File: src/hw/include/fractal_sync_defs.svh
// fractal sync constants: array size, node fan-out and barrier level coding.
`ifndef FRACTAL_SYNC_DEFS_SVH
`define FRACTAL_SYNC_DEFS_SVH

`default_nettype none

// array geometry.
`define FSYNC_GRID_DIM 4
`define FSYNC_N_CU     16

// tree shape, every node has the same fan-out.
`define FSYNC_N_CHILD  4
`define FSYNC_N_LEAF   4

// level coding, 1 is a quadrant and 2 the whole array.
`define FSYNC_LVL_W    2
`define FSYNC_TOP_LVL  2

`default_nettype wire

`endif

File: src/hw/pkg/fsync_cu_pkg.sv
// fsync cu package: types seen on the compute unit side of the barrier network.
`include "fractal_sync_defs.svh"
`default_nettype none

package fsync_cu_pkg;

  // barrier level requested by a cu and echoed back with the wake.
  // 1 = quadrant, 2 = whole array, 0 and 3 are rejected.
  typedef logic [`FSYNC_LVL_W-1:0] lvl_t;

  // row-major position of a cu in the array.
  typedef logic [$clog2(`FSYNC_N_CU)-1:0] cu_idx_t;

endpackage : fsync_cu_pkg

`default_nettype wire

File: src/hw/pkg/fsync_node_pkg.sv
// fsync node package: types for the arrival state kept inside a tree node.
`include "fractal_sync_defs.svh"
`default_nettype none

package fsync_node_pkg;

  // one bit per child link of a node.
  typedef logic [`FSYNC_N_CHILD-1:0] child_mask_t;

  // COLLECT gathers arrivals, WAIT_PARENT holds a forwarded barrier.
  typedef enum logic [1:0] {
    COLLECT     = 2'd0,
    WAIT_PARENT = 2'd1
  } node_state_e;

endpackage : fsync_node_pkg

`default_nettype wire

File: src/hw/rtl/fsync_link_if.sv
// fsync link: one parent-child barrier link, request strobe up and wake/error down.
`default_nettype none

interface fsync_link_if;

  logic               req;       // one-cycle arrival strobe.
  fsync_cu_pkg::lvl_t req_lvl;
  logic               wake;      // one-cycle barrier release.
  fsync_cu_pkg::lvl_t wake_lvl;  // level of the wake or of the rejected request.
  logic               error;

  modport child (
    output req,
    output req_lvl,
    input  wake,
    input  wake_lvl,
    input  error
  );

  modport parent (
    input  req,
    input  req_lvl,
    output wake,
    output wake_lvl,
    output error
  );

endinterface : fsync_link_if

`default_nettype wire

File: src/hw/rtl/fractal_sync_4x4.sv
// fractal sync 4x4: two-level barrier tree, four quadrant leaves under one root.
`include "fractal_sync_defs.svh"
`default_nettype none

module fractal_sync_4x4 (
  input  logic               clk_i,
  input  logic               arst_n_i,
  input  logic               req_i      [`FSYNC_N_CU],
  input  fsync_cu_pkg::lvl_t lvl_i      [`FSYNC_N_CU],
  output logic               wake_o     [`FSYNC_N_CU],
  output fsync_cu_pkg::lvl_t wake_lvl_o [`FSYNC_N_CU],
  output logic               error_o    [`FSYNC_N_CU]
);

  localparam int unsigned QUAD_DIM  = `FSYNC_GRID_DIM / 2;  // cus per quadrant side.
  localparam int unsigned QUAD_COLS = `FSYNC_GRID_DIM / QUAD_DIM;

  fsync_link_if leaf_link [`FSYNC_N_LEAF] ();
  fsync_link_if root_up ();

  // nothing sits above the root.
  assign root_up.wake     = 1'b0;
  assign root_up.wake_lvl = '0;
  assign root_up.error    = 1'b0;

  for (genvar l = 0; l < `FSYNC_N_LEAF; l++) begin : gen_leaf
    fsync_link_if cu_link [`FSYNC_N_CHILD] ();

    // slot s of leaf l back to its row-major cu index.
    for (genvar s = 0; s < `FSYNC_N_CHILD; s++) begin : gen_cu
      localparam int unsigned ROW = (l / QUAD_COLS) * QUAD_DIM + s / QUAD_DIM;
      localparam int unsigned COL = (l % QUAD_COLS) * QUAD_DIM + s % QUAD_DIM;
      localparam int unsigned CU  = ROW * `FSYNC_GRID_DIM + COL;

      assign cu_link[s].req     = req_i[CU];
      assign cu_link[s].req_lvl = lvl_i[CU];
      assign wake_o[CU]         = cu_link[s].wake;
      assign wake_lvl_o[CU]     = cu_link[s].wake_lvl;
      assign error_o[CU]        = cu_link[s].error;
    end

    fsync_node #(
      .NODE_LEVEL ( 1 )
    ) i_leaf (
      .clk_i    ( clk_i        ),
      .arst_n_i ( arst_n_i     ),
      .children ( cu_link      ),
      .up       ( leaf_link[l] )
    );
  end

  fsync_node #(
    .NODE_LEVEL ( `FSYNC_TOP_LVL )
  ) i_root (
    .clk_i    ( clk_i     ),
    .arst_n_i ( arst_n_i  ),
    .children ( leaf_link ),
    .up       ( root_up   )
  );

endmodule : fractal_sync_4x4

`default_nettype wire

File: src/hw/rtl/fsync_arrival_tracker.sv
// fsync arrival tracker: arrival mask and level of the open barrier, with request checks.
`include "fractal_sync_defs.svh"
`default_nettype none

module fsync_arrival_tracker #(
  parameter int unsigned NODE_LEVEL = 1
) (
  input  logic                        clk_i,
  input  logic                        arst_n_i,
  input  fsync_node_pkg::child_mask_t req_i,
  input  fsync_cu_pkg::lvl_t          req_lvl_i [`FSYNC_N_CHILD],
  input  logic                        clear_i,
  output logic                        all_arrived_o,
  output fsync_cu_pkg::lvl_t          barrier_lvl_o,
  output fsync_node_pkg::child_mask_t err_o,
  output fsync_cu_pkg::lvl_t          err_lvl_o [`FSYNC_N_CHILD]
);

  localparam fsync_cu_pkg::lvl_t MIN_LVL = fsync_cu_pkg::lvl_t'(NODE_LEVEL);
  localparam fsync_cu_pkg::lvl_t MAX_LVL = fsync_cu_pkg::lvl_t'(`FSYNC_TOP_LVL);

  fsync_node_pkg::child_mask_t arrived_q;
  fsync_node_pkg::child_mask_t arrived_next;
  fsync_node_pkg::child_mask_t in_range;
  fsync_node_pkg::child_mask_t accept;
  fsync_node_pkg::child_mask_t err_q;
  fsync_cu_pkg::lvl_t          open_lvl_q;
  fsync_cu_pkg::lvl_t          err_lvl_q [`FSYNC_N_CHILD];
  logic                        open;

  assign open = |arrived_q;  // a barrier is open once anyone arrived.

  // levels this node may ever handle.
  always_comb begin
    for (int i = 0; i < `FSYNC_N_CHILD; i++) begin
      in_range[i] = req_i[i] && (req_lvl_i[i] >= MIN_LVL) && (req_lvl_i[i] <= MAX_LVL);
    end
  end

  // an empty tracker takes the level of the lowest valid requester.
  always_comb begin
    barrier_lvl_o = open_lvl_q;
    if (!open) begin
      for (int i = `FSYNC_N_CHILD - 1; i >= 0; i--) begin
        if (in_range[i]) begin
          barrier_lvl_o = req_lvl_i[i];
        end
      end
    end
  end

  always_comb begin
    for (int i = 0; i < `FSYNC_N_CHILD; i++) begin
      accept[i] = in_range[i] && (req_lvl_i[i] == barrier_lvl_o) && !arrived_q[i];
    end
  end

  assign arrived_next  = arrived_q | accept;
  assign all_arrived_o = &arrived_next;  // includes this cycle's arrivals.

  always_ff @(posedge clk_i or negedge arst_n_i) begin
    if (!arst_n_i) begin
      arrived_q  <= '0;
      open_lvl_q <= '0;
      err_q      <= '0;
    end else begin
      arrived_q <= clear_i ? '0 : arrived_next;
      if (!open && |accept) begin
        open_lvl_q <= barrier_lvl_o;
      end
      err_q <= req_i & ~accept;  // anything not accepted is bounced.
    end
  end

  // level of the bounced request, echoed with the error.
  always_ff @(posedge clk_i) begin
    for (int i = 0; i < `FSYNC_N_CHILD; i++) begin
      if (req_i[i] && !accept[i]) begin
        err_lvl_q[i] <= req_lvl_i[i];
      end
    end
  end

  assign err_o     = err_q;
  assign err_lvl_o = err_lvl_q;

endmodule : fsync_arrival_tracker

`default_nettype wire

File: src/hw/rtl/fsync_node.sv
// fsync node: completes a barrier at its own level or forwards it up, then broadcasts the wake.
`include "fractal_sync_defs.svh"
`default_nettype none

module fsync_node #(
  parameter int unsigned NODE_LEVEL = 1
) (
  input  logic         clk_i,
  input  logic         arst_n_i,
  fsync_link_if.parent children [`FSYNC_N_CHILD],
  fsync_link_if.child  up
);

  localparam fsync_cu_pkg::lvl_t LOCAL_LVL = fsync_cu_pkg::lvl_t'(NODE_LEVEL);
  localparam bit                 HAS_UP    = (NODE_LEVEL < `FSYNC_TOP_LVL);

  fsync_node_pkg::child_mask_t req;
  fsync_cu_pkg::lvl_t          req_lvl [`FSYNC_N_CHILD];
  fsync_node_pkg::child_mask_t err;
  fsync_cu_pkg::lvl_t          err_lvl [`FSYNC_N_CHILD];
  logic                        all_arrived;
  fsync_cu_pkg::lvl_t          barrier_lvl;
  logic                        clear;
  logic                        fire;
  logic                        complete_local;
  logic                        forward;
  logic                        resume;
  logic                        parent_wake;
  fsync_cu_pkg::lvl_t          parent_wake_lvl;
  fsync_node_pkg::node_state_e state_q;
  logic                        wake_q;
  fsync_cu_pkg::lvl_t          wake_lvl_q;

  fsync_arrival_tracker #(
    .NODE_LEVEL ( NODE_LEVEL )
  ) i_tracker (
    .clk_i         ( clk_i       ),
    .arst_n_i      ( arst_n_i    ),
    .req_i         ( req         ),
    .req_lvl_i     ( req_lvl     ),
    .clear_i       ( clear       ),
    .all_arrived_o ( all_arrived ),
    .barrier_lvl_o ( barrier_lvl ),
    .err_o         ( err         ),
    .err_lvl_o     ( err_lvl     )
  );

  assign fire           = (state_q == fsync_node_pkg::COLLECT) && all_arrived;
  assign complete_local = fire && (barrier_lvl == LOCAL_LVL);
  assign forward        = HAS_UP && fire && !complete_local;  // barrier spans more than us.
  assign resume         = (state_q == fsync_node_pkg::WAIT_PARENT) && parent_wake;
  assign clear          = complete_local || resume;

  always_ff @(posedge clk_i or negedge arst_n_i) begin
    if (!arst_n_i) begin
      state_q <= fsync_node_pkg::COLLECT;
      wake_q  <= 1'b0;
    end else begin
      wake_q <= clear;
      if (forward) begin
        state_q <= fsync_node_pkg::WAIT_PARENT;
      end else if (resume) begin
        state_q <= fsync_node_pkg::COLLECT;
      end
    end
  end

  always_ff @(posedge clk_i) begin
    if (complete_local) begin
      wake_lvl_q <= barrier_lvl;
    end else if (resume) begin
      wake_lvl_q <= parent_wake_lvl;  // echo what the parent released.
    end
  end

  // upward request path, only below the top level.
  if (HAS_UP) begin : gen_up
    logic               up_req_q;
    fsync_cu_pkg::lvl_t up_req_lvl_q;

    always_ff @(posedge clk_i or negedge arst_n_i) begin
      if (!arst_n_i) begin
        up_req_q <= 1'b0;
      end else begin
        up_req_q <= forward;
      end
    end

    always_ff @(posedge clk_i) begin
      if (forward) begin
        up_req_lvl_q <= barrier_lvl;
      end
    end

    assign up.req          = up_req_q;
    assign up.req_lvl      = up_req_lvl_q;
    assign parent_wake     = up.wake;
    assign parent_wake_lvl = up.wake_lvl;
  end else begin : gen_no_up
    assign up.req          = 1'b0;  // root link stays idle.
    assign up.req_lvl      = '0;
    assign parent_wake     = 1'b0;
    assign parent_wake_lvl = '0;
  end

  for (genvar i = 0; i < `FSYNC_N_CHILD; i++) begin : gen_child
    assign req[i]               = children[i].req;
    assign req_lvl[i]           = children[i].req_lvl;
    assign children[i].wake     = wake_q;
    assign children[i].wake_lvl = wake_q ? wake_lvl_q : err_lvl[i];
    assign children[i].error    = err[i];
  end

endmodule : fsync_node

`default_nettype wire

File: config.mk
export PLATFORM = sky130hd
export DESIGN_NAME = fractal_sync_4x4
export DESIGN_NICKNAME = d
export VERILOG_FILES = /design/src/hw/pkg/fsync_cu_pkg.sv /design/src/hw/pkg/fsync_node_pkg.sv /design/src/hw/rtl/fsync_link_if.sv /design/src/hw/rtl/fractal_sync_4x4.sv /design/src/hw/rtl/fsync_arrival_tracker.sv /design/src/hw/rtl/fsync_node.sv
export VERILOG_INCLUDE_DIRS = /design/src /design/src/hw/include
export SDC_FILE = /design/constraint.sdc
export NUM_CORES = 1
export LEC_CHECK = 0
export ABC_CLOCK_PERIOD_IN_PS = 6720
export BUFFER_PORTS_ARGS = -buffer_cell sky130_fd_sc_hd__buf_4
export CAP_MARGIN = 40
export CORE_MARGIN = 2
export CORE_UTILIZATION = 31
export DETAILED_ROUTE_END_ITERATION = 8
export PLACE_DENSITY = 0.59
export SYNTH_ARGS = -nofsm -noshare
export SYNTH_HDL_FRONTEND = slang
export SYNTH_SLANG_ARGS = --single-unit
File: constraint.sdc
create_clock -name clk_i -period 6.72 [get_ports clk_i]
set_input_delay 0.336 -clock clk_i [delete_from_list [all_inputs] [get_ports clk_i]]
set_output_delay 0.336 -clock clk_i [all_outputs]
set_load 0.01 [all_outputs]
Yosys cells after proc, flatten, opt, wreduce, memory -nomap -nowiden. Index checks and enable logic that the tools add are counted.

$add $sub $neg: 0. Shifts and indexed selects: 0. $mul: 0. Div/mod/pow operators: 0. Muxes and demuxes: 66. Equal/unequal tests: 29. Bitwise logic cells: 13. $lt $le $gt $ge: 40. Reductions and logical operators: 202.

Operators by type and width (number): $logic_and 1x1->1 (122); $mux 2 (61); $logic_not 1->1 (49); $eq 2x2->1 (20); $le 2x2->1 const B (20); $reduce_or 4->1 (10); $ge 2x1->1 const B (16); $mux 4 (5); $or 4x4->4 (5); $reduce_and 4->1 (5); $and 4x4->4 (4); $eq 2x1->1 const B (8); $not 4->4 (4); $reduce_bool 2->1 (8); $ge 2x2->1 const B (4); $logic_not 2->1 (4); $logic_or 1x1->1 (4); $eq 2x2->1 const B (1).

Logic and storage cells: 406. Bits in read-only memories: 0. Memory bits (writable): 0. Output and inout bits: 64. Memories kept: 0. Flip-flop bits (word level): 121. Bits in latches: 0. Input bits: 50.

Logic depth before layout (Yosys ltp).
Depth in word-level cells: 18. Depth in mapped cells: 11. Mapped depth without buffers: 10.

By module. Synthesis repeated with hierarchy kept, for this count alone.

Cells, all modules: 586. Area total of the unflattened synthesis: 6671.4 um2.

Modules (own cells, without submodules): fsync_arrival_tracker (gen_leaf[1].i_leaf.i_tracker ...) (times used 3, seq. area each 490.5 um2, area each 1013.5 um2, cells an instance 87); fsync_node (gen_leaf[0].i_leaf ...) (times used 4, seq. area each 195.2 um2, area each 362.8 um2, cells an instance 38); fsync_arrival_tracker (gen_leaf[0].i_leaf.i_tracker) (times used 1, seq. area each 490.5 um2, area each 970.9 um2, cells an instance 77); fsync_arrival_tracker (i_root.i_tracker) (times used 1, seq. area each 490.5 um2, area each 690.7 um2, cells an instance 43); fsync_node (i_root) (times used 1, seq. area each 85.1 um2, area each 274.0 um2, cells an instance 20); fractal_sync_4x4 (times used 1, seq. area each 0.0 um2, area each 244.0 um2, cells an instance 33).

Least setup slack after synthesis. No wires, ideal clock.

Path type: reg-to-reg. From: register gen_leaf[1].i_leaf.i_tracker.arrived_q[1]. To: register gen_leaf[1].i_leaf.gen_up.up_req_lvl_q[0] (enable). Path buffers: 2. Period minus slack after synthesis: 3126 ps. Required time: 6405 ps. Library setup time: 315 ps. Arrival: 2811 ps. Path slack: 3594 ps. Stages on the path, launching flop included: 12. Path through: dfrtp_1 or4_1 buf_2 a31o_1 a311oi_2 a22o_2 o211a_1 buf_6 a31oi_1 a2111oi_4 nand2_1 nor2_1.

Word-level cells in the longest chain between the ends: 11. Elaborated cells between the ends (all ways): 22. Those cells by class: eq/ne: 5; mux: 1; bitwise: 1; reduce/logical: 15.

Ends and longest elaborated chain: start, declared (RTL line fsync_arrival_tracker.sv:22) `fsync_node_pkg::child_mask_t arrived_q;`; start signal, assigned (RTL line fsync_arrival_tracker.sv:67) `arrived_q <= clear_i ? '0 : arrived_next;`; $reduce_or 4->1 (RTL line fsync_arrival_tracker.sv:31) `assign open = |arrived_q;`; $mux 2 (RTL line fsync_arrival_tracker.sv:43) `if (!open) begin`; $eq 2x2->1 (RTL line fsync_arrival_tracker.sv:54) `accept[i] = in_range[i] && (req_lvl_i[i] == barrier_lvl_o) && !arrived_q[i];`; $logic_and 1x1->1 (2 in series) (RTL line fsync_arrival_tracker.sv:54); $or 4x4->4 (RTL line fsync_arrival_tracker.sv:58) `assign arrived_next = arrived_q | accept;`; $reduce_and 4->1 (RTL line fsync_arrival_tracker.sv:59) `assign all_arrived_o = &arrived_next;`; $logic_and 1x1->1 (RTL line fsync_node.sv:48) `assign fire = (state_q == fsync_node_pkg::COLLECT) && all_arrived;`; $logic_and 1x1->1 (RTL line fsync_node.sv:49) `assign complete_local = fire && (barrier_lvl == LOCAL_LVL);`; $logic_not 1->1 (RTL line fsync_node.sv:50) `assign forward = HAS_UP && fire && !complete_local;`; $logic_and 1x1->1 * (RTL line fsync_node.sv:50); via gen_leaf[1].i_leaf.forward (RTL line fsync_node.sv:26) `logic forward;`; end signal, assigned (RTL line fsync_node.sv:91) `up_req_lvl_q <= barrier_lvl;`; end, declared (RTL line fsync_node.sv:79) `fsync_cu_pkg::lvl_t up_req_lvl_q;`.

The timed path passes the listed nets; every way through them passes the cells marked *. A chain may end at the register's enable or synchronous reset.

Worst setup path in the final report.
From: register gen_leaf[0].i_leaf.i_tracker.arrived_q[1]. To: register gen_leaf[0].i_leaf.wake_lvl_q[0] (enable).

Word-level cells in the longest chain between the ends: 10. Elaborated cells between the ends (all ways): 21. Those cells by class: eq/ne: 5; mux: 1; bitwise: 1; reduce/logical: 14.

Ends and longest elaborated chain: start, declared (RTL line fsync_arrival_tracker.sv:22); start signal, assigned (RTL line fsync_arrival_tracker.sv:67); $reduce_or 4->1 (RTL line fsync_arrival_tracker.sv:31); $mux 2 (RTL line fsync_arrival_tracker.sv:43); $eq 2x2->1 (RTL line fsync_arrival_tracker.sv:54); $logic_and 1x1->1 (2 in series) (RTL line fsync_arrival_tracker.sv:54); $or 4x4->4 (RTL line fsync_arrival_tracker.sv:58); $reduce_and 4->1 (RTL line fsync_arrival_tracker.sv:59); $logic_and 1x1->1 (RTL line fsync_node.sv:48); $logic_and 1x1->1 * (RTL line fsync_node.sv:49); $reduce_bool 2->1 (no line) *; end signal, assigned (RTL line fsync_node.sv:70) `wake_lvl_q <= barrier_lvl;`; end signal, assigned (RTL line fsync_node.sv:72) `wake_lvl_q <= parent_wake_lvl;`; end, declared (RTL line fsync_node.sv:32) `fsync_cu_pkg::lvl_t wake_lvl_q;`.

Mark *: on every way between the ends. The rest lies on a longest branch, timed or not.

==> metrics.md <==
| Metric | Value |
|---|---|
| Most used flip-flop cell after synthesis | sky130_fd_sc_hd__dfrtp_1 |
| Setup repair after global routing missed its margin | false |
| Worst Slack Setup Final | 3.07 ns |
| Post-Synthesis Net Count | 640 |
| Total inserted antenna cells | 0 |
| YS warnings | 0 |
| Mapped Cells | 590 |
| IR Drop Worst-Case VDD | 0.213 mV |
| Via count of the routed design | 4673 |
| Leakage power figure | 0.00320 uW |
| Number of H-tree levels | 4 |
| # resized after CTS | 0 |
| Total Nets Final | 729 |
| Clk pin slew, worst setup/hold paths | 0.05 ns |
| Setup CP Type | flop to flop |
| CTS sink cnt | 117 |
| Number of max-capacitance violations reported | 0 |
| Slew of the pin with the lowest slew margin | 0.926 ns |
| Final global-route overflow total | 0 |
| Type of element launching the critical path | flop |
| Part of the Yosys area used for sequential elements | 53.3% |
| Via count of the first global-routing pass | 4437 |
| Clock skew | 0.00800 ns |
| Total wirelength of the detailed-routed design | 13600 um |
| Final Hold Viols | 0 |
| Total stage count of the critical path | 8 |
| Clock buffer count from CTS | 17 |
| Via-per-instance ratio | 4.88 |
| Most used standard cell by instance count after synthesis | sky130_fd_sc_hd__dfrtp_1 |
| Syn Area/Cell | 10.2 um^2 |
| Top cells by area, synth | sky130_fd_sc_hd__edfxtp_1 (29%), sky130_fd_sc_hd__dfrtp_1 (24%), sky130_fd_sc_hd__buf_4 (4.0%) |
| Critical Path Source | gen_leaf[0].i_leaf.i_tracker.arrived_q[1] |
| Number of buffers inserted by post-CTS setup repair | 0 |
| Worst setup timing slack at the placement stage | 3.16 ns |
| Uppermost layer routed | met4 |
| Largest fanout of any net on the critical path | 11 |
| Endpoint of the worst-slack reg-to-reg timing path | gen_leaf[0].i_leaf.wake_lvl_q[0] |
| Most prevalent standard cell on the critical path | sky130_fd_sc_hd__nor4_1 |
| Longest individual stage delay on the worst path | 0.81 ns |
| CTS tree | built |
| Met3 wirelength from detailed routing | 559 um |
| Beginning of the worst register-to-register path | gen_leaf[0].i_leaf.i_tracker.arrived_q[1] |
| Setup_tns | 0 ns |
| Number of antenna-violating nets in the routed design | 0 |
| Die height | 144 um |
| Die outline area | 0.0206 mm^2 |
| Minimum setup slack among reg-to-reg paths | 3.07 ns |
| Routed met2 length | 6790 um |
| Setup violations, final | 0 |
| Max clock buf depth | 2 |
| Largest delay contributor family on the critical path | simple AND/OR/NAND/NOR gates |
| Initial drt markers | 350 |
| Core Region | 0.0193 mm^2 |
| Endpoint of the most critical setup path | gen_leaf[0].i_leaf.wake_lvl_q[0] |
| Worst Hold Class | input pin to flop |
| Depth of the most critical reg-to-reg path | 8 |
| Std-Cell Rows | 51 |
| Critical Path Slowest Stage Cell | sky130_fd_sc_hd__nor4_1 |
| Sequence of cells on the critical path | nor4_1, nor2_1, a31oi_1, nor3b_1, a311oi_1, nor4_1, nor3b_2, or2_2 |
| Status | complete, no violations |
| First-pass GRT wire length | 22000 um |
| Leading area contributor after synthesis | sky130_fd_sc_hd__edfxtp_1 |
| Number of enable flip-flop cells after synthesis | 58 |
| Met1 Routed Length | 6000 um |
| Worst path required time | 6.85 ns |
| Num ports | 114 |
| Highest achievable clock rate | 274 MHz |
| Layout overhead on the synthesized area | 25.6% |
| Starting utilization of the core area | 31.4% |
| Number of storage elements in the synthesis netlist | 117 |
| Critical path endpoint category | flop |
| Antenna violations before repair | 0 |
| Final worst path period need | 3.65 ns |
| TritonRoute pass-1 iters | 5 |
| Final HPWL DP | 10000 um |
| Area share of the largest cell type after synthesis | 28.8% |
| Largest net degree at the start of global routing | 50 |
| CTS Hold Buffers Added | 1 |
| Worst Path Buf+Inv | 0 |
| Ratio of final minimum period to clock period | 54.3% |
| Total DRC errors in the routed layout | 0 |
| Worst relative slew slack | 37.7% |
| Data arrival time of the critical path | 3.78 ns |
| Ys async rst share | 50.4% |
| Source-to-sink clock delay at the later pin of the worst-skew pair | 0.42 ns |
| Layout cells sized above 1 | 23.8% |
| Commonest cells in the netlist | sky130_fd_sc_hd__dfrtp_1 (59), sky130_fd_sc_hd__edfxtp_1 (58), sky130_fd_sc_hd__inv_1 (58) |
| Weighted congestion at the end of routability-driven global placement | 0.819 |
| Wire length per cell after detailed routing | 14.2 um |
| Pwr/cell area | 348 mW/mm^2 |
| Count of unique library cells instantiated by Yosys | 64 |
| Global-route usage over all layers | 13.6% |
| Die boundary width | 144 um |
| Input/output buffers | 113 |
| Count of final max-slew check failures | 0 |
| Root buffer cell | sky130_fd_sc_hd__clkbuf_16 |
| Cell area after technology mapping | 0.00604 mm^2 |
metal layers:
metal	global-route usage (%)	vias up
li1	-	2290
met1	16.6	2245
met2	23.0	120
met3	2.87	18
met4	6.71	0
met5	0	-
power breakdown:
group          leakage, uW  switching [uW]  internal [uW]  total [uW]
clock network     0.000309             305            628         933
logic              0.00166             397            290         688
registers          0.00123             107            914        1020
total              0.00320             809           1830        2640
logic make-up after synthesis:
logic type / count (synthesis) / share of synthesized area, %
buffers and inverters: 105 / 8.68
AND/OR/NAND/NOR: 195 / 17.7
flip-flops: 117 / 53.3
AO/OA/AOI/OAI: 172 / 20.2
multiplexers: 1 / 0.166
cell usage in the layout (no fill, tap or decap), types with 4 or more instances in the layout:
master,netlist,final
sky130_fd_sc_hd__a211o_1,4,4
sky130_fd_sc_hd__a21boi_0,5,5
sky130_fd_sc_hd__a21o_1,6,6
sky130_fd_sc_hd__a21oi_1,23,23
sky130_fd_sc_hd__a22oi_1,13,13
sky130_fd_sc_hd__a311oi_1,7,7
sky130_fd_sc_hd__a31oi_1,13,13
sky130_fd_sc_hd__and2_1,8,8
sky130_fd_sc_hd__and3_1,5,5
sky130_fd_sc_hd__and3b_1,7,7
sky130_fd_sc_hd__buf_4,32,114
sky130_fd_sc_hd__clkbuf_16,0,17
sky130_fd_sc_hd__clkbuf_8,0,5
sky130_fd_sc_hd__clkinv_2,0,5
sky130_fd_sc_hd__dfrtp_1,59,59
sky130_fd_sc_hd__edfxtp_1,58,58
sky130_fd_sc_hd__inv_1,58,58
sky130_fd_sc_hd__nand2_1,46,46
sky130_fd_sc_hd__nand2b_1,4,4
sky130_fd_sc_hd__nand3_1,8,8
sky130_fd_sc_hd__nand3b_1,11,11
sky130_fd_sc_hd__nor2_1,29,29
sky130_fd_sc_hd__nor2b_1,36,36
sky130_fd_sc_hd__nor3_1,11,11
sky130_fd_sc_hd__nor3b_1,5,5
sky130_fd_sc_hd__nor4_1,7,7
sky130_fd_sc_hd__o21a_1,16,16
sky130_fd_sc_hd__o21ai_0,43,43
sky130_fd_sc_hd__or2_2,7,7
stage by stage:
| stage | cell area (um^2) | total power (uW) | hold slack, ns | instances | utilization (%) |
|---|---|---|---|---|---|
| 3_3_place_gp | 6920 | 1710 | 0.425 | 921 | 35.9 |
| 2_1_floorplan | 6040 | 1500 | 0.0404 | 590 | - |
| 4_1_cts | 7590 | 2660 | 0.101 | 957 | 39.4 |
| 3_5_place_dp | 6960 | 1720 | 0.209 | 924 | 36.1 |
| 6_report | 7590 | 2640 | 0.119 | 957 | 39.4 |
| 5_1_grt | 7590 | 2790 | 0.106 | 957 | 39.4 |
how the worst min path moves through the flow:
stage                     depth (start not counted)                                   endpoint                             start  slack, ns
final                                             1  gen_leaf[2].i_leaf.i_tracker.err_lvl_o[6]                         lvl_i[14]       0.12
after global routing                              1  gen_leaf[2].i_leaf.i_tracker.err_lvl_o[7]                         lvl_i[15]       0.11
after CTS                                         1  gen_leaf[2].i_leaf.i_tracker.err_lvl_o[6]                         lvl_i[14]       0.10
after detailed placement                          1      gen_leaf[0].i_leaf.i_tracker.err_o[2]                          arst_n_i       0.21
after global placement                            0              i_root.i_tracker.err_lvl_o[4]  gen_leaf[1].i_leaf.up.req_lvl[0]       0.43
after floorplan                                   0        gen_leaf[0].i_leaf.children[0].wake                          arst_n_i       0.04
sequential cells by signal (all words and copies together), names as in the netlist:
register,cells
gen_leaf.i_leaf.wake_lvl_q,8
i_root.wake_lvl_q,2
gen_leaf.i_leaf.up.req,4
gen_leaf.i_leaf.up.req_lvl,8
gen_leaf.i_leaf.i_tracker.arrived_q,16
gen_leaf.i_leaf.i_tracker.err_o,16
gen_leaf.i_leaf.i_tracker.err_lvl_o,32
i_root.i_tracker.open_lvl_q,2
i_root.i_tracker.arrived_q,4
gen_leaf.i_leaf.children.wake,4
i_root.i_tracker.err_lvl_o,8
gen_leaf.i_leaf.i_tracker.open_lvl_q,8
i_root.children.wake,1
gen_leaf.i_leaf.state_q,4
layout make-up:
| cell class | instances | area, um^2 |
|---|---|---|
| repair buffers | 117 | 903 |
| flip-flops and latches | 117 | 3220 |
| fillers | 1939 | 11700 |
| inverters | 58 | 218 |
| multi-input cells | 368 | 2300 |
| well taps | 265 | 332 |
| clock inverters | 9 | 123 |
| clock buffers | 23 | 498 |
(Power assumes the default switching activity.)
